**config.mk**
```make
export PLATFORM = sky130hd
export DESIGN_NAME = load_store_unit
export DESIGN_NICKNAME = d
export VERILOG_FILES = /design/src/hdl/lsu_core_pkg.sv /design/src/hdl/lsu_bus_pkg.sv /design/src/hdl/lsu_ctrl_fsm.sv /design/src/hdl/lsu_req_gen.sv /design/src/hdl/lsu_rdata_align.sv /design/src/hdl/load_store_unit.sv
export VERILOG_INCLUDE_DIRS = /design/src /design/src/include
export SDC_FILE = /design/constraint.sdc
export NUM_CORES = 1
export LEC_CHECK = 0
export ABC_AREA = 1
export BUFFER_PORTS_ARGS = -buffer_cell sky130_fd_sc_hd__buf_2
export CORE_ASPECT_RATIO = 1.5
export CORE_MARGIN = 2
export CORE_UTILIZATION = 45
export CTS_CLUSTER_SIZE = 14
export DETAILED_ROUTE_END_ITERATION = 10
export PLACE_DENSITY = 0.88
export SETUP_SLACK_MARGIN = 0.15
export SLEW_MARGIN = 20
export SYNTH_ARGS = -nofsm -noshare
export SYNTH_HDL_FRONTEND = slang
export SYNTH_SLANG_ARGS = --single-unit
```
**constraint.sdc**
```tcl
create_clock -name clk_i -period 5.1 [get_ports clk_i]
set_clock_uncertainty 0.05 [all_clocks]
set_input_delay 0.255 -clock clk_i [delete_from_list [all_inputs] [get_ports clk_i]]
set_output_delay 0.255 -clock clk_i [all_outputs]
set_load 0.01 [all_outputs]
```
**src/include/lsu_settings.svh**
```systemverilog
/* fixed 32-bit datapath with 4 byte lanes, little-endian
   the word step is the distance to the second part of a split access */
`ifndef LSU_SETTINGS_SVH
`define LSU_SETTINGS_SVH

`define LSU_ADDR_W 32      // byte address width
`define LSU_DATA_W 32      // bus and core data width
`define LSU_BE_W 4         // one enable per byte lane

// address step between the two parts of a split access
`define LSU_WORD_BYTES 4

`endif

```
**src/hdl/lsu_core_pkg.sv**
```systemverilog
/* core-side types of the load/store unit
   the core holds a command stable until the unit reports it done */
`default_nettype none

`include "lsu_settings.svh"

package lsu_core_pkg;

  // access size opcodes, 2'b11 is not a legal size
  typedef enum logic [1:0] {
    LSU_WORD = 2'b00,
    LSU_HALF = 2'b01,
    LSU_BYTE = 2'b10
  } lsu_size_e;

  typedef struct packed {
    logic                   we;        // store when set
    lsu_size_e              size;
    logic                   sign_ext;  // loads only
    logic [`LSU_ADDR_W-1:0] addr;      // byte address, any alignment
    logic [`LSU_DATA_W-1:0] wdata;     // store data, right aligned
  } lsu_cmd_t;

  typedef struct packed {
    logic                   valid;        // one pulse per request
    logic                   rdata_valid;  // load finished without error
    logic [`LSU_DATA_W-1:0] rdata;
    logic                   load_err;
    logic                   store_err;
  } lsu_resp_t;

  // sequencer states
  typedef enum logic [2:0] {
    IDLE, WAIT_GNT_MIS, WAIT_RVALID_MIS, WAIT_GNT,
    WAIT_RVALID_MIS_GNTS_DONE
  } lsu_state_e;

endpackage

`default_nettype wire

```
**src/hdl/lsu_bus_pkg.sv**
```systemverilog
/* memory bus types, request/grant with in-order rvalid responses
   addresses on this bus are always word aligned */
`default_nettype none

`include "lsu_settings.svh"

package lsu_bus_pkg;

  typedef struct packed {
    logic [`LSU_ADDR_W-1:0] addr;   // word address, low bits zero
    logic                   we;
    logic [`LSU_BE_W-1:0]   be;     // byte lane enables
    logic [`LSU_DATA_W-1:0] wdata;  // already rotated to its lanes
  } bus_cmd_t;

  typedef struct packed {
    logic                   rvalid;  // one per granted part
    logic                   err;     // qualified by rvalid
    logic [`LSU_DATA_W-1:0] rdata;
  } bus_rsp_t;

endpackage

`default_nettype wire

```
**src/hdl/lsu_ctrl_fsm.sv**
```systemverilog
/* sequences one or two bus parts per core request
   a new request is only issued once the previous response is due this cycle
   or has already arrived, so the data path never sees two accesses mixed */
`timescale 1ns/1ps
`default_nettype none

module lsu_ctrl_fsm import lsu_core_pkg::*; (
  input  logic clk_i,
  input  logic rst_ni,
  input  logic lsu_req_i,       // core request, held until done
  input  logic split_i,         // access needs two bus parts
  input  logic bus_gnt_i,
  input  logic bus_rvalid_i,
  input  logic bus_err_i,
  output logic bus_req_o,
  output logic second_part_o,   // selects the upper word
  output logic ctrl_update_o,   // capture access control
  output logic rdata_update_o,  // capture first response word
  output logic req_done_o,
  output logic resp_valid_o,
  output logic resp_err_o,
  output logic busy_o
);

  lsu_state_e state_q, state_d;
  logic       second_q, second_d;  // second part still to be granted
  logic       err_q, err_d;        // error seen on the first part
  logic       pend_q, pend_d;      // final response still outstanding
  logic       first_part;          // request on the bus is a split first part
  logic       can_issue;

  // old response must be gone, or arrive now
  assign can_issue = ~pend_q | bus_rvalid_i;

  //////////////////////////////
  // next state
  always_comb begin
    state_d        = state_q;
    second_d       = second_q;
    err_d          = err_q;
    bus_req_o      = 1'b0;
    ctrl_update_o  = 1'b0;
    rdata_update_o = 1'b0;
    first_part     = 1'b0;

    unique case (state_q)
      IDLE: begin
        if (lsu_req_i && can_issue) begin
          bus_req_o  = 1'b1;
          err_d      = 1'b0;      // fresh access
          first_part = split_i;
          if (bus_gnt_i) begin
            ctrl_update_o = 1'b1;
            second_d      = split_i;
            state_d       = split_i ? WAIT_RVALID_MIS : IDLE;
          end else begin
            state_d       = split_i ? WAIT_GNT_MIS : WAIT_GNT;
          end
        end
      end

      WAIT_GNT_MIS: begin
        bus_req_o  = 1'b1;
        first_part = 1'b1;
        if (bus_gnt_i) begin
          ctrl_update_o = 1'b1;
          second_d      = 1'b1;
          state_d       = WAIT_RVALID_MIS;
        end
      end

      WAIT_RVALID_MIS: begin
        bus_req_o = 1'b1;               // second part goes out right away
        if (bus_rvalid_i) begin
          err_d          = bus_err_i;   // remember first part status
          rdata_update_o = 1'b1;
          second_d       = ~bus_gnt_i;
          state_d        = bus_gnt_i ? IDLE : WAIT_GNT;
        end else if (bus_gnt_i) begin
          // both parts granted, first data still due
          second_d = 1'b0;
          state_d  = WAIT_RVALID_MIS_GNTS_DONE;
        end
      end

      WAIT_GNT: begin
        bus_req_o = 1'b1;  // aligned part or second part, held by second_q
        if (bus_gnt_i) begin
          ctrl_update_o = 1'b1;
          second_d      = 1'b0;
          state_d       = IDLE;
        end
      end

      WAIT_RVALID_MIS_GNTS_DONE: begin
        if (bus_rvalid_i) begin
          err_d          = bus_err_i;
          rdata_update_o = 1'b1;
          state_d        = IDLE;    // second rvalid ends it in IDLE
        end
      end

      default: state_d = IDLE;
    endcase
  end

  // done once the last part is granted
  assign req_done_o = bus_req_o & bus_gnt_i & ~first_part;

  // set by the last grant, cleared by the final rvalid
  assign pend_d = req_done_o | (pend_q & ~resp_valid_o);

  //////////////////////////////
  // state registers
  always_ff @(posedge clk_i or negedge rst_ni) begin
    if (!rst_ni) begin
      state_q  <= IDLE;
      second_q <= 1'b0;
      err_q    <= 1'b0;
      pend_q   <= 1'b0;
    end else begin
      state_q  <= state_d;
      second_q <= second_d;
      err_q    <= err_d;
      pend_q   <= pend_d;
    end
  end

  assign second_part_o = second_q;
  assign resp_valid_o  = (state_q == IDLE) & bus_rvalid_i;  // final part only
  assign resp_err_o    = err_q | bus_err_i;                 // either part failed
  assign busy_o        = (state_q != IDLE) | pend_q;

endmodule

`default_nettype wire

```
**src/hdl/lsu_req_gen.sv**
```systemverilog
/* purely combinational, the core command must be stable while requested
   the second part always targets the next word, with the upper bytes */
`timescale 1ns/1ps
`default_nettype none

`include "lsu_settings.svh"

module lsu_req_gen import lsu_core_pkg::*; import lsu_bus_pkg::*; (
  input  lsu_cmd_t cmd_i,
  input  logic     second_part_i,  // from the sequencer
  output bus_cmd_t bus_cmd_o,
  output logic     split_o,
  output logic [1:0] offset_o
);

  logic [1:0]             offset;
  logic [`LSU_ADDR_W-1:0] addr_aligned;
  logic [`LSU_BE_W-1:0]   be;
  logic [`LSU_DATA_W-1:0] wdata_rot;

  assign offset       = cmd_i.addr[1:0];
  assign addr_aligned = {cmd_i.addr[`LSU_ADDR_W-1:2], 2'b00};

  //////////////////////////////
  // byte enables
  always_comb begin
    unique case (cmd_i.size)
      LSU_WORD: begin
        if (!second_part_i) begin
          be = 4'b1111 << offset;     // 1111 1110 1100 1000
        end else begin
          be = ~(4'b1111 << offset);  // 0001 0011 0111 for offsets 1..3
        end
      end
      LSU_HALF: begin
        if (!second_part_i) begin
          be = 4'b0011 << offset;     // offset 3 keeps only lane 3
        end else begin
          be = 4'b0001;               // spill byte of a half at offset 3
        end
      end
      LSU_BYTE: be = 4'b0001 << offset;
      default:  be = 4'b1111;
    endcase
  end

  //////////////////////////////
  // store data rotation
  always_comb begin
    unique case (offset)  // rotate left by the byte offset
      2'b00:   wdata_rot = cmd_i.wdata;
      2'b01:   wdata_rot = {cmd_i.wdata[23:0], cmd_i.wdata[31:24]};
      2'b10:   wdata_rot = {cmd_i.wdata[15:0], cmd_i.wdata[31:16]};
      default: wdata_rot = {cmd_i.wdata[7:0],  cmd_i.wdata[31:8]};
    endcase
  end

  // misaligned word, or half crossing into the next word
  assign split_o = ((cmd_i.size == LSU_WORD) && (offset != 2'b00)) ||
                   ((cmd_i.size == LSU_HALF) && (offset == 2'b11));

  assign bus_cmd_o.addr  = second_part_i ? addr_aligned + `LSU_ADDR_W'(`LSU_WORD_BYTES)
                                         : addr_aligned;
  assign bus_cmd_o.we    = cmd_i.we;
  assign bus_cmd_o.be    = be;
  assign bus_cmd_o.wdata = wdata_rot;
  assign offset_o        = offset;

endmodule

`default_nettype wire

```
**src/hdl/lsu_rdata_align.sv**
```systemverilog
/* rebuilds load data from one or two bus words and extends it
   access control is captured at grant, so the core may move on afterwards
   error flags and rdata valid only mean something with the valid pulse */
`timescale 1ns/1ps
`default_nettype none

module lsu_rdata_align import lsu_core_pkg::*; import lsu_bus_pkg::*; (
  input  logic       clk_i,
  input  logic       rst_ni,
  input  lsu_cmd_t   cmd_i,
  input  logic [1:0] offset_i,
  input  logic       ctrl_update_i,   // grant of a part
  input  logic       rdata_update_i,  // first rvalid of a split access
  input  bus_rsp_t   bus_rsp_i,
  input  logic       resp_valid_i,
  input  logic       resp_err_i,      // combined error of both parts
  output lsu_resp_t  resp_o
);

  logic [1:0]  offset_q;
  lsu_size_e   size_q;
  logic        sign_ext_q;
  logic        we_q;
  logic [31:8] rdata_q;     // upper bytes of the first word
  logic [31:0] rdata;
  logic [31:0] word_ext;
  logic [15:0] half_sel;
  logic [7:0]  byte_sel;
  logic [31:0] rdata_ext;

  assign rdata = bus_rsp_i.rdata;

  //////////////////////////////
  // captured state
  always_ff @(posedge clk_i or negedge rst_ni) begin
    if (!rst_ni) begin
      offset_q   <= 2'b00;
      size_q     <= LSU_WORD;
      sign_ext_q <= 1'b0;
      we_q       <= 1'b0;
    end else if (ctrl_update_i) begin
      offset_q   <= offset_i;
      size_q     <= cmd_i.size;
      sign_ext_q <= cmd_i.sign_ext;
      we_q       <= cmd_i.we;
    end
  end

  always_ff @(posedge clk_i) begin
    if (rdata_update_i) rdata_q <= rdata[31:8];  // lane 0 never needed later
  end

  //////////////////////////////
  // realignment
  always_comb begin
    unique case (offset_q)  // low bytes from the first word, rest from the second
      2'b00:   word_ext = rdata;
      2'b01:   word_ext = {rdata[7:0],  rdata_q[31:8]};
      2'b10:   word_ext = {rdata[15:0], rdata_q[31:16]};
      default: word_ext = {rdata[23:0], rdata_q[31:24]};
    endcase
  end

  always_comb begin
    unique case (offset_q)
      2'b00:   half_sel = rdata[15:0];
      2'b01:   half_sel = rdata[23:8];
      2'b10:   half_sel = rdata[31:16];
      default: half_sel = {rdata[7:0], rdata_q[31:24]};  // crosses the word
    endcase
  end

  assign byte_sel = rdata[{offset_q, 3'b000} +: 8];

  always_comb begin
    unique case (size_q)  // extension by the captured sign flag
      LSU_HALF: rdata_ext = {{16{sign_ext_q & half_sel[15]}}, half_sel};
      LSU_BYTE: rdata_ext = {{24{sign_ext_q & byte_sel[7]}}, byte_sel};
      default:  rdata_ext = word_ext;
    endcase
  end

  assign resp_o.valid       = resp_valid_i;
  assign resp_o.rdata_valid = resp_valid_i & ~resp_err_i & ~we_q;
  assign resp_o.rdata       = rdata_ext;
  assign resp_o.load_err    = resp_valid_i & resp_err_i & ~we_q;
  assign resp_o.store_err   = resp_valid_i & resp_err_i &  we_q;

endmodule

`default_nettype wire

```
**src/hdl/load_store_unit.sv**
```systemverilog
/* top level of the load/store unit
   at most one request is sequenced at a time, two bus parts may be in flight */
`timescale 1ns/1ps
`default_nettype none

module load_store_unit import lsu_core_pkg::*; import lsu_bus_pkg::*; (
  input  logic      clk_i,
  input  logic      rst_ni,
  input  logic      core_req_i,
  input  lsu_cmd_t  core_cmd_i,
  input  logic      bus_gnt_i,
  input  bus_rsp_t  bus_rsp_i,
  output logic      req_done_o,
  output lsu_resp_t resp_o,
  output logic      busy_o,
  output logic      bus_req_o,
  output bus_cmd_t  bus_cmd_o
);

  logic       split;
  logic       second_part;
  logic       ctrl_update;
  logic       rdata_update;
  logic       resp_valid;
  logic       resp_err;
  logic [1:0] offset;  // byte offset of the access

  lsu_ctrl_fsm u_lsu_ctrl_fsm (
    .clk_i          (clk_i),
    .rst_ni         (rst_ni),
    .lsu_req_i      (core_req_i),
    .split_i        (split),
    .bus_gnt_i      (bus_gnt_i),
    .bus_rvalid_i   (bus_rsp_i.rvalid),
    .bus_err_i      (bus_rsp_i.err),
    .bus_req_o      (bus_req_o),
    .second_part_o  (second_part),
    .ctrl_update_o  (ctrl_update),
    .rdata_update_o (rdata_update),
    .req_done_o     (req_done_o),
    .resp_valid_o   (resp_valid),
    .resp_err_o     (resp_err),
    .busy_o         (busy_o)
  );

  lsu_req_gen u_lsu_req_gen (
    .cmd_i         (core_cmd_i),
    .second_part_i (second_part),
    .bus_cmd_o     (bus_cmd_o),
    .split_o       (split),
    .offset_o      (offset)
  );

  lsu_rdata_align u_lsu_rdata_align (
    .clk_i          (clk_i),
    .rst_ni         (rst_ni),
    .cmd_i          (core_cmd_i),
    .offset_i       (offset),
    .ctrl_update_i  (ctrl_update),
    .rdata_update_i (rdata_update),
    .bus_rsp_i      (bus_rsp_i),
    .resp_valid_i   (resp_valid),
    .resp_err_i     (resp_err),
    .resp_o         (resp_o)
  );

endmodule

`default_nettype wire

```
==> results of run 1 <==
## flip-flops by register name, indices dropped and copies added, names as in the netlist
| name | count |
|---|---|
| u_lsu_rdata_align.we_q | 1 |
| u_lsu_rdata_align.size_q | 2 |
| u_lsu_ctrl_fsm.pend_q | 1 |
| u_lsu_ctrl_fsm.second_part_o | 1 |
| u_lsu_ctrl_fsm.err_q | 1 |
| u_lsu_ctrl_fsm.state_q | 3 |
| u_lsu_rdata_align.rdata_q | 24 |
| u_lsu_rdata_align.offset_q | 2 |
| u_lsu_rdata_align.sign_ext_q | 1 |
## layout make-up
type / count / area (um^2)
flip-flops and latches: 36 / 1020
well taps: 147 / 184
inverters: 103 / 388
repair buffers: 214 / 1080
clock inverters: 3 / 18.8
clock buffers: 5 / 125
multi-input cells: 708 / 3410
fillers: 1115 / 4760
## layer usage
metal / track usage (%) / routed length [um] / vias to the layer above
met4: 14.3 / 641 / 0
met1: 30.4 / 6120 / 2980
met3: 3.68 / 1600 / 59
li1: - / - / 3284
met5: 0 / 0 / -
met2: 49.1 / 8390 / 402
## repair_timing
| item | CTS | global route |
|---|---|---|
| hold buffers | 1 | 0 |
| endpoints found under the setup margin | 0 | 0 |
| endpoints found under the hold margin | 12 | 0 |
## kinds of logic after synthesis
group	Yosys count	synth area share, %
XOR/XNOR	22	3.82
AND/OR/NAND/NOR	519	43.4
flip-flops	36	20.3
adder cells (fa/ha/maj)	10	2.48
AO/OA/AOI/OAI	155	17.7
other	1	0.0744
buffers and inverters	151	12.3
## cells in the mapped netlist (3+ instances only)
library cell / count / area [um^2]
a21oi_1: 43 / 215
buf_2: 9 / 45.0
buf_4: 9 / 67.6
clkbuf_1: 29 / 109
dfrtp_1: 12 / 300
edfxtp_1: 24 / 721
ha_1: 10 / 125
inv_1: 98 / 368
inv_2: 3 / 11.3
nand2_1: 363 / 1360
nand2_2: 14 / 87.6
nand3_1: 36 / 180
nand4_1: 44 / 275
nor2_1: 50 / 188
nor2_2: 4 / 25.0
nor3_1: 3 / 15.0
o2111ai_1: 8 / 70.1
o211ai_1: 6 / 45.0
o21ai_0: 52 / 260
o21ai_1: 5 / 25.0
o221ai_1: 5 / 43.8
o22ai_1: 32 / 200
xnor2_1: 8 / 70.1
xor2_1: 14 / 123
## how the worst max path moves through the flow
| stage | from | end | slack, ps | cells past startpoint |
|---|---|---|---|---|
| floorplan | u_lsu_rdata_align.size_q[1] | resp_o[18] | 3380 | 6 |
| finish | u_lsu_rdata_align.size_q[1] | resp_o[32] | 1940 | 6 |
| global placement | u_lsu_rdata_align.offset_q[1] | resp_o[33] | 2320 | 8 |
| CTS | u_lsu_rdata_align.offset_q[1] | resp_o[32] | 1910 | 8 |
| detailed placement | u_lsu_rdata_align.offset_q[1] | resp_o[32] | 2220 | 8 |
| global route | u_lsu_rdata_align.size_q[0] | resp_o[24] | 1800 | 7 |
## critical path: stages (launching register included)
cell      delay, ps
dfrtp_1         400
ha_1            280
buf_4           340
clkinv_1        650
nand2_2         580
nand2_1         120
buf_2           160
## stage by stage
stage,instance area [um^2],setup WS [ps],instances
2_1_floorplan,5040,3380,895
3_3_place_gp,6070,2320,1207
3_5_place_dp,6070,2220,1207
4_1_cts,6220,1910,1216
5_1_grt,6230,1800,1216
6_report,6230,1940,1216
## power breakdown
| group | leakage, nW | internal [mW] | switching [mW] | total (mW) |
|---|---|---|---|---|
| combinational | 2.91 | 0.716 | 1.35 | 2.07 |
| clock | 0.0736 | 0.180 | 0.121 | 0.301 |
| sequential | 0.370 | 0.408 | 0.104 | 0.512 |
==> run_results.csv, run 1 <==
group,metric,value,unit
synth,yosysWarnings,0,
die,die_y,134,um
finish,fin_nets,1184,
worst_setup_path,critPathCaptureType,"output pin",
global_routing,grt_pass1_vias,6268,
timing,tightest_slew,1020,ps
timing,fmax,0.317,GHz
die,die_x,90.4,um
timing,setup_viol,0,
outcome,status,"complete, no violations",
drt,antenna_left,0,
drt,drc,0,
clock_tree,cts-root-buf,"clkbuf_16",
timing,period_share,61.9,%
worst_setup_path,rrSetupSlack,2970,ps
synth,ys_seq_elements,36,
synth,syn-cell-area,0.00504,mm^2
finish,syn_to_final_growth,23.7,%
clock_tree,worst_skew_pair.late_latency,280,ps
worst_setup_path,worstPathArrival,2850,ps
die,row_count,47,
power_and_ir_drop,p_leak,3.35,nW
placed_design,portBuffers,211,
global_routing,grt-ovfl-total,0,
worst_setup_path,startpoint_type,"flop",
worst_hold_path,hp-start,"bus_rsp_i[27]",
worst_setup_path,critPathMaxFanout,33,
synth,ys_types,37,
synth,async_flop_share,33.3,%
power_and_ir_drop,vdd.ir_drop.worst,0.242,mV
clock_tree,cts_tree,"done",
global_routing,grt_pass1_wl,27500,um
drt,wirelength,16700,um
worst_hold_path,min_path_cells,1,
finish,drive_above_1_share,23.3,%
finish,mostFrequentLayoutCell,"nand2_1",
worst_hold_path,min-delay-path-class,"in -> reg",
drt,drtIter0Drc,335,
synth,avgSynthCellArea,5.64,um^2
synth,synth_flop_cell,"edfxtp_1",
clock_tree,path_clk_slew,60,ps
global_routing,grt_usage,27.0,%
worst_setup_path,reg2reg_from,"u_lsu_ctrl_fsm.state_q[2]",
global_routing,grt_max_degree,68,
drt,vias,6725,
finish,antenna_cells,0,
worst_setup_path,r2r_end,"u_lsu_rdata_align.rdata_q[12]",
synth,synth_edf_count,24,
clock_tree,post_cts_buffers,0,
clock_tree,cts_inserted_buffers,5,
timing,finalHoldWorstSlack,159,ps
drt,via_per_inst,5.53,
synth,ys_seq_area_share,20.3,%
die,initial_utilization,45.8,%
clock_tree,clk_path_buf_depth,2,
global_routing,antenna_found_initial,0,
power_and_ir_drop,finalPower,2.88,mW
clock_tree,cts_max_level,2,
die,dieArea,0.0121,mm^2
drt,first_pass_iters,6,
synth,synth_cells,894,
die,pin_count,214,
timing,fin_tns_setup,0,ps
timing,hold_viol,0,
finish,final_util,56.7,%
placed_design,place_congestion,0.899,
timing,period_minus_slack,3160,ps
worst_setup_path,required,4800,ps
worst_hold_path,whs_endpoint,"u_lsu_rdata_align.rdata_q[27]",
worst_setup_path,worstSetupPathType,"reg -> out",
power_and_ir_drop,p_per_area,462,mW/mm^2
job,drv_cap,0,
clock_tree,clock-sinks,36,
die,core_region_area,0.0110,mm^2
timing,slew-limit-headroom,32.3,%
timing,rsz0062_at_grt,"false",
timing,final_max_slew_viol_count,0,
placed_design,dp_hpwl,12700,um
drt,routedWlPerCell,13.8,um
clock_tree,post_cts_resized,0,
finish,layout_common_cells,"nand2_1 (363), buf_2 (211), inv_1 (98), o21ai_0 (52), nor2_1 (49)",
worst_setup_path,reg2reg_depth,5,
(Power assumes the default switching activity.)
==> inputs of run 2 (changes only) <==
==> constraint.sdc (replaced) <==
create_clock -name clk_i -period 3 [get_ports clk_i]
set_clock_uncertainty 0.05 [all_clocks]
set_input_delay 0.15 -clock clk_i [delete_from_list [all_inputs] [get_ports clk_i]]
set_output_delay 0.15 -clock clk_i [all_outputs]
set_load 0.01 [all_outputs]
==> run 2 against run 1 <==
  * Die area unchanged
  * Count of clock-buffer cells in the layout unchanged
  * Setup slack worse by 1500 ps
  * Non-clock buffer count up 8
  * First-iteration DRC count up 5.1%
  * Worst hold slack worse by 110 ps
  * Routed wire length about the same
  * Register-to-register slack worse by 1600 ps
  * Power up 72%
==> run_results.csv, run 2 (synthesis gave the netlist of run 1 again) <==
group,metric,value,unit
finish,antenna_cells,0,
worst_setup_path,worstPathArrival,2390,ps
worst_setup_path,required,2800,ps
finish,drive_above_1_share,23.8,%
timing,tightest_slew,861,ps
power_and_ir_drop,switching_power,2.68,mW
outcome,status,"complete, no violations",
worst_setup_path,r2r_end,"u_lsu_rdata_align.rdata_q[13]",
drt,antenna_left,0,
clock_tree,post_cts_resized,0,
worst_setup_path,critPathMaxFanout,28,
die,die_x,90.4,um
global_routing,grt_usage,26.7,%
timing,period_minus_slack,2590,ps
worst_setup_path,startpoint_type,"flop",
clock_tree,clock-sinks,36,
die,row_count,47,
die,initial_utilization,45.8,%
placed_design,dp_hpwl,12800,um
worst_hold_path,min-delay-path-class,"in -> reg",
finish,mostFrequentLayoutCell,"nand2_1",
power_and_ir_drop,power_frac_clock,10.3,%
clock_tree,path_clk_slew,60,ps
worst_setup_path,reg2reg_from,"u_lsu_ctrl_fsm.state_q[1]",
clock_tree,worst_skew_pair.late_latency,280,ps
placed_design,placed_area,0.00614,mm^2
global_routing,grt-ovfl-total,0,
worst_setup_path,critPathCapture,"resp_o[9]",
worst_setup_path,worstSetupPathType,"reg -> out",
finish,stdcell_count,1224,
placed_design,portBuffers,211,
power_and_ir_drop,combPwrFrac,72.3,%
placed_design,dp_cells,1215,
timing,fin_tns_setup,0,ps
power_and_ir_drop,p_per_area,786,mW/mm^2
die,pin_count,214,
global_routing,antenna_found_initial,0,
die,die_y,134,um
power_and_ir_drop,switching_share,54.1,%
clock_tree,cts_max_level,2,
finish,syn_to_final_growth,25.0,%
job,drv_cap,0,
timing,slew-limit-headroom,42.5,%
timing,hold_viol,0,
global_routing,grt_max_degree,39,
clock_tree,cts_inserted_buffers,5,
drt,routedWlPerCell,13.7,um
clock_tree,cts-root-buf,"clkbuf_16",
finish,top_register,"u_lsu_rdata_align.rdata_q",
power_and_ir_drop,p_seq_share,17.4,%
drt,first_pass_iters,6,
drt,drtIter0Drc,352,
drt,drc,0,
timing,final_max_slew_viol_count,0,
drt,wirelength,16700,um
worst_setup_path,rrSetupSlack,1330,ps
power_and_ir_drop,vdd.ir_drop.worst,0.393,mV
worst_setup_path,critPathCaptureType,"output pin",
timing,rsz0062_at_grt,"false",
clock_tree,clk_path_buf_depth,2,
finish,reg.largest.list,"u_lsu_rdata_align.rdata_q: 24 flops, u_lsu_ctrl_fsm.state_q: 3 flops",
die,dieArea,0.0121,mm^2
worst_setup_path,startpoint,"u_lsu_rdata_align.offset_q[1]",
die,core_region_area,0.0110,mm^2
finish,stdcell_area,0.00630,mm^2
power_and_ir_drop,finalPower,4.95,mW
drt,via_per_inst,5.44,
global_routing,grt_pass1_vias,6156,
drt,vias,6661,
timing,fmax,0.387,GHz
clock_tree,cts_tree,"done",
finish,fin_nets,1192,
finish,largest_reg_flops,24,
worst_setup_path,reg2reg_depth,7,
placed_design,place_congestion,0.941,
timing,setup_viol,0,
finish,layout_common_cells,"nand2_1 (363), buf_2 (211), inv_1 (98), o21ai_0 (52), nor2_1 (49)",
power_and_ir_drop,p_leak,3.40,nW
timing,period_share,86.2,%
global_routing,grt_pass1_wl,27200,um
finish,fill_cells,1125,
power_and_ir_drop,p_int,2.27,mW
==> run 2: layer usage <==
metal | routed length [um] | global-route usage [%]
met5 | 0 | 0
met4 | 503 | 12.3
met3 | 1530 | 3.68
met2 | 8550 | 49.8
met1 | 6150 | 29.8
==> run 2: worst max-delay path: stages (launching register included) <==
cell	delay (ps)
dfrtp_1	730
nand2_2	310
clkinv_2	380
nand2_1	130
o211ai_1	110
nand2_1	70
a21oi_1	200
buf_2	160
==> run 2: area by class of cell <==
type | instances | area [um^2] | area share (%)
multi-input combinational | 708 | 3410 | 54.1
timing repair buffer | 222 | 1150 | 18.3
clock inverter | 3 | 18.8 | 0.298
tap | 147 | 184 | 2.92
clock buffer | 5 | 125 | 1.99
inverter | 103 | 388 | 6.16
sequential | 36 | 1020 | 16.2
==> run 2: what timing repair did <==
item	CTS	global route
hold endpoints to repair	12	0
hold buffers	1	0
endpoints found under the setup margin	0	0
buffers inserted	0	0
==> run 2: power groups by stage <==
stage	Sequential, mW	Combinational [mW]	Clock [mW]
2_1_floorplan	0.770	2.46	0
3_3_place_gp	0.860	3.51	0
3_5_place_dp	0.866	3.54	0
4_1_cts	0.857	3.56	0.523
5_1_grt	0.881	3.99	0.538
6_report	0.859	3.58	0.511
==> run 2: metrics by stage <==
step | setup slack [ps] | hold slack (ps) | utilization [%]
after floorplan | 1300 | -196 | -
after detailed placement | 797 | -12.6 | 55.9
after global routing | 234 | 52.0 | 57.3
after global placement | 829 | -13.8 | 55.9
after CTS | 476 | 44.8 | 57.3
final | 414 | 48.9 | 57.3
==> run 2: how the worst min path moves through the flow <==
stage             startpoint                             to  slack, ps  cells past startpoint
2_1_floorplan         rst_ni           u_lsu_ctrl_fsm.err_q       -200                      0
3_3_place_gp          rst_ni          u_lsu_ctrl_fsm.pend_q        -10                      1
3_5_place_dp          rst_ni          u_lsu_ctrl_fsm.pend_q        -10                      1
4_1_cts        bus_rsp_i[14]  u_lsu_rdata_align.rdata_q[14]         40                      1
5_1_grt        bus_rsp_i[14]  u_lsu_rdata_align.rdata_q[14]         50                      1
6_report       bus_rsp_i[14]  u_lsu_rdata_align.rdata_q[14]         50                      1
==> inputs of run 3 (changes only) <==
--- a/config.mk
+++ b/config.mk
@@ -10,10 +10,10 @@
 export BUFFER_PORTS_ARGS = -buffer_cell sky130_fd_sc_hd__buf_2
 export CORE_ASPECT_RATIO = 1.5
 export CORE_MARGIN = 2
-export CORE_UTILIZATION = 45
+export CORE_UTILIZATION = 50
 export CTS_CLUSTER_SIZE = 14
 export DETAILED_ROUTE_END_ITERATION = 10
-export PLACE_DENSITY = 0.88
+export PLACE_DENSITY = 0.95
 export SETUP_SLACK_MARGIN = 0.15
 export SLEW_MARGIN = 20
 export SYNTH_ARGS = -nofsm -noshare
==> run 3 against run 2 <==
  * Cell count decreased by 2.6%
  * Worst hold slack improved by 1.3 ps
  * Maximum frequency decreased by 0.53%
  * Design area decreased by 0.83%
  * Sequential power about the same
  * Count of clock-buffer cells in the layout unchanged
  * Register-to-register slack got worse by 20 ps
  * Via count increased by 3.0%
  * Flip-flop and latch count unchanged
  * Non-clock buffer count unchanged
  * Highest routed layer unchanged
==> run_results.csv, run 3 (synthesis gave the netlist of run 1 again) <==
group,metric,value,unit
outcome,status,"complete, no violations",
timing,setup_viol,0,
placed_design,place_congestion,1.01,
timing,rsz0062_at_grt,"false",
finish,drive_above_1_share,23.8,%
global_routing,grt_max_degree,49,
worst_setup_path,startpoint_type,"flop",
timing,slew-limit-headroom,44.2,%
global_routing,grt_usage,29.4,%
clock_tree,post_cts_resized,0,
drt,vias,6863,
clock_tree,worst_skew_pair.late_latency,280,ps
drt,wirelength,16800,um
finish,mostFrequentLayoutCell,"nand2_1",
die,die_y,127,um
drt,via_per_inst,5.76,
clock_tree,clk_path_buf_depth,2,
job,drv_cap,0,
die,dieArea,0.0109,mm^2
finish,fill_cells,860,
timing,fin_tns_setup,0,ps
finish,layout_common_cells,"nand2_1 (363), buf_2 (211), inv_1 (98), o21ai_0 (52), nor2_1 (49)",
die,row_count,44,
timing,tightest_slew,837,ps
timing,final_max_slew_viol_count,0,
finish,stdcell_area,0.00624,mm^2
worst_hold_path,min-delay-path-class,"in -> reg",
global_routing,grt_pass1_wl,26700,um
worst_setup_path,worstSetupPathType,"reg -> out",
finish,antenna_cells,0,
drt,first_pass_iters,8,
clock_tree,cts-root-buf,"clkbuf_16",
die,pin_count,214,
drt,drtIter0Drc,467,
power_and_ir_drop,finalPower,4.97,mW
clock_tree,cts_tree,"done",
placed_design,portBuffers,211,
timing,fin_ws,401,ps
drt,antenna_left,0,
worst_setup_path,critPathCaptureType,"output pin",
die,initial_utilization,51.7,%
finish,syn_to_final_growth,23.9,%
power_and_ir_drop,p_leak,3.39,nW
placed_design,dp_hpwl,12900,um
power_and_ir_drop,p_per_area,796,mW/mm^2
drt,drc,0,
die,core_region_area,0.00974,mm^2
global_routing,grt_pass1_vias,6099,
timing,period_share,86.6,%
timing,period_minus_slack,2600,ps
finish,fin_nets,1192,
clock_tree,path_clk_slew,60,ps
global_routing,grt-ovfl-total,0,
global_routing,antenna_found_initial,0,
die,die_x,86.0,um
finish,largest_reg_flops,24,
drt,routedWlPerCell,14.1,um
placed_design,placed_area,0.00609,mm^2
worst_setup_path,critPathMaxFanout,28,
timing,fmax,0.385,GHz
clock_tree,cts_max_level,2,
clock_tree,post_cts_buffers,0,
clock_tree,cts_inserted_buffers,5,
power_and_ir_drop,vdd.ir_drop.worst,0.364,mV
placed_design,dp_slack,772,ps
worst_setup_path,required,2800,ps
clock_tree,clock-sinks,36,
finish,reg.largest.list,"u_lsu_rdata_align.rdata_q: 24 flops, u_lsu_ctrl_fsm.state_q: 3 flops",
timing,hold_viol,0,
worst_setup_path,worstPathArrival,2400,ps
finish,top_register,"u_lsu_rdata_align.rdata_q",
-- run 3: timing repair --
item / 4_1_cts / 5_1_grt
endpoints found under the setup margin: 0 / 0
hold buffers: 1 / 0
hold endpoints to repair: 12 / 0
-- run 3: path summary, 6_finish.rpt --
kind | startpoint | to | slack, ps | cells after the start
max | u_lsu_rdata_align.offset_q[1] | resp_o[9] | 400 | 7
min | bus_rsp_i[14] | u_lsu_rdata_align.rdata_q[14] | 50 | 1
max reg2reg | u_lsu_ctrl_fsm.state_q[1] | u_lsu_rdata_align.rdata_q[17] | 1310 | 7
min reg2reg | u_lsu_ctrl_fsm.pend_q | u_lsu_ctrl_fsm.pend_q | 470 | 2
max in group asynchronous | rst_ni | u_lsu_rdata_align.offset_q[0] | 2460 | 2
min in group asynchronous | rst_ni | u_lsu_rdata_align.we_q | 220 | 2
-- run 3: per-layer routing --
layer  vias up  global-route usage [%]  part of all wire, %
met3        53                    4.75                   12
met2       499                    51.9                   50
li1       3303                       -                    -
met4         0                    13.7                  3.0
met1      3008                    33.9                   35
met5         -                       0                    0
-- run 3: cell type report --
type | instances | area (um^2) | share of cell area, %
multi-input cells | 708 | 3410 | 54.6
repair buffers | 222 | 1140 | 18.3
flip-flops and latches | 36 | 1020 | 16.3
inverters | 103 | 388 | 6.21
well taps | 115 | 144 | 2.30
clock buffers | 5 | 125 | 2.00
clock inverters | 3 | 18.8 | 0.301
-- run 3: report_power, final --
part	leakage, nW	switching (mW)	total [mW]	internal [mW]
sequential	0.370	0.169	0.860	0.691
combinational	2.95	2.33	3.59	1.26
clock	0.0736	0.209	0.515	0.306
total	3.39	2.71	4.97	2.26
-- run 3: critical path: stages (launching register included) --
cell and delay [ps]:
dfrtp_1 740, nand2_2 320, clkinv_2 380, nand2_1 130
o211ai_1 110, nand2_1 80, a21oi_1 190, buf_2 160
-- run 3: through the flow --
step           cells  hold slack (ps)  util [%]
6_report        1192             50.1      64.1
4_1_cts         1192             47.9      64.1
2_1_floorplan    895             -196         -
3_5_place_dp    1183            -7.68      62.5
5_1_grt         1192             50.2      64.1
3_3_place_gp    1183            -12.7      62.5
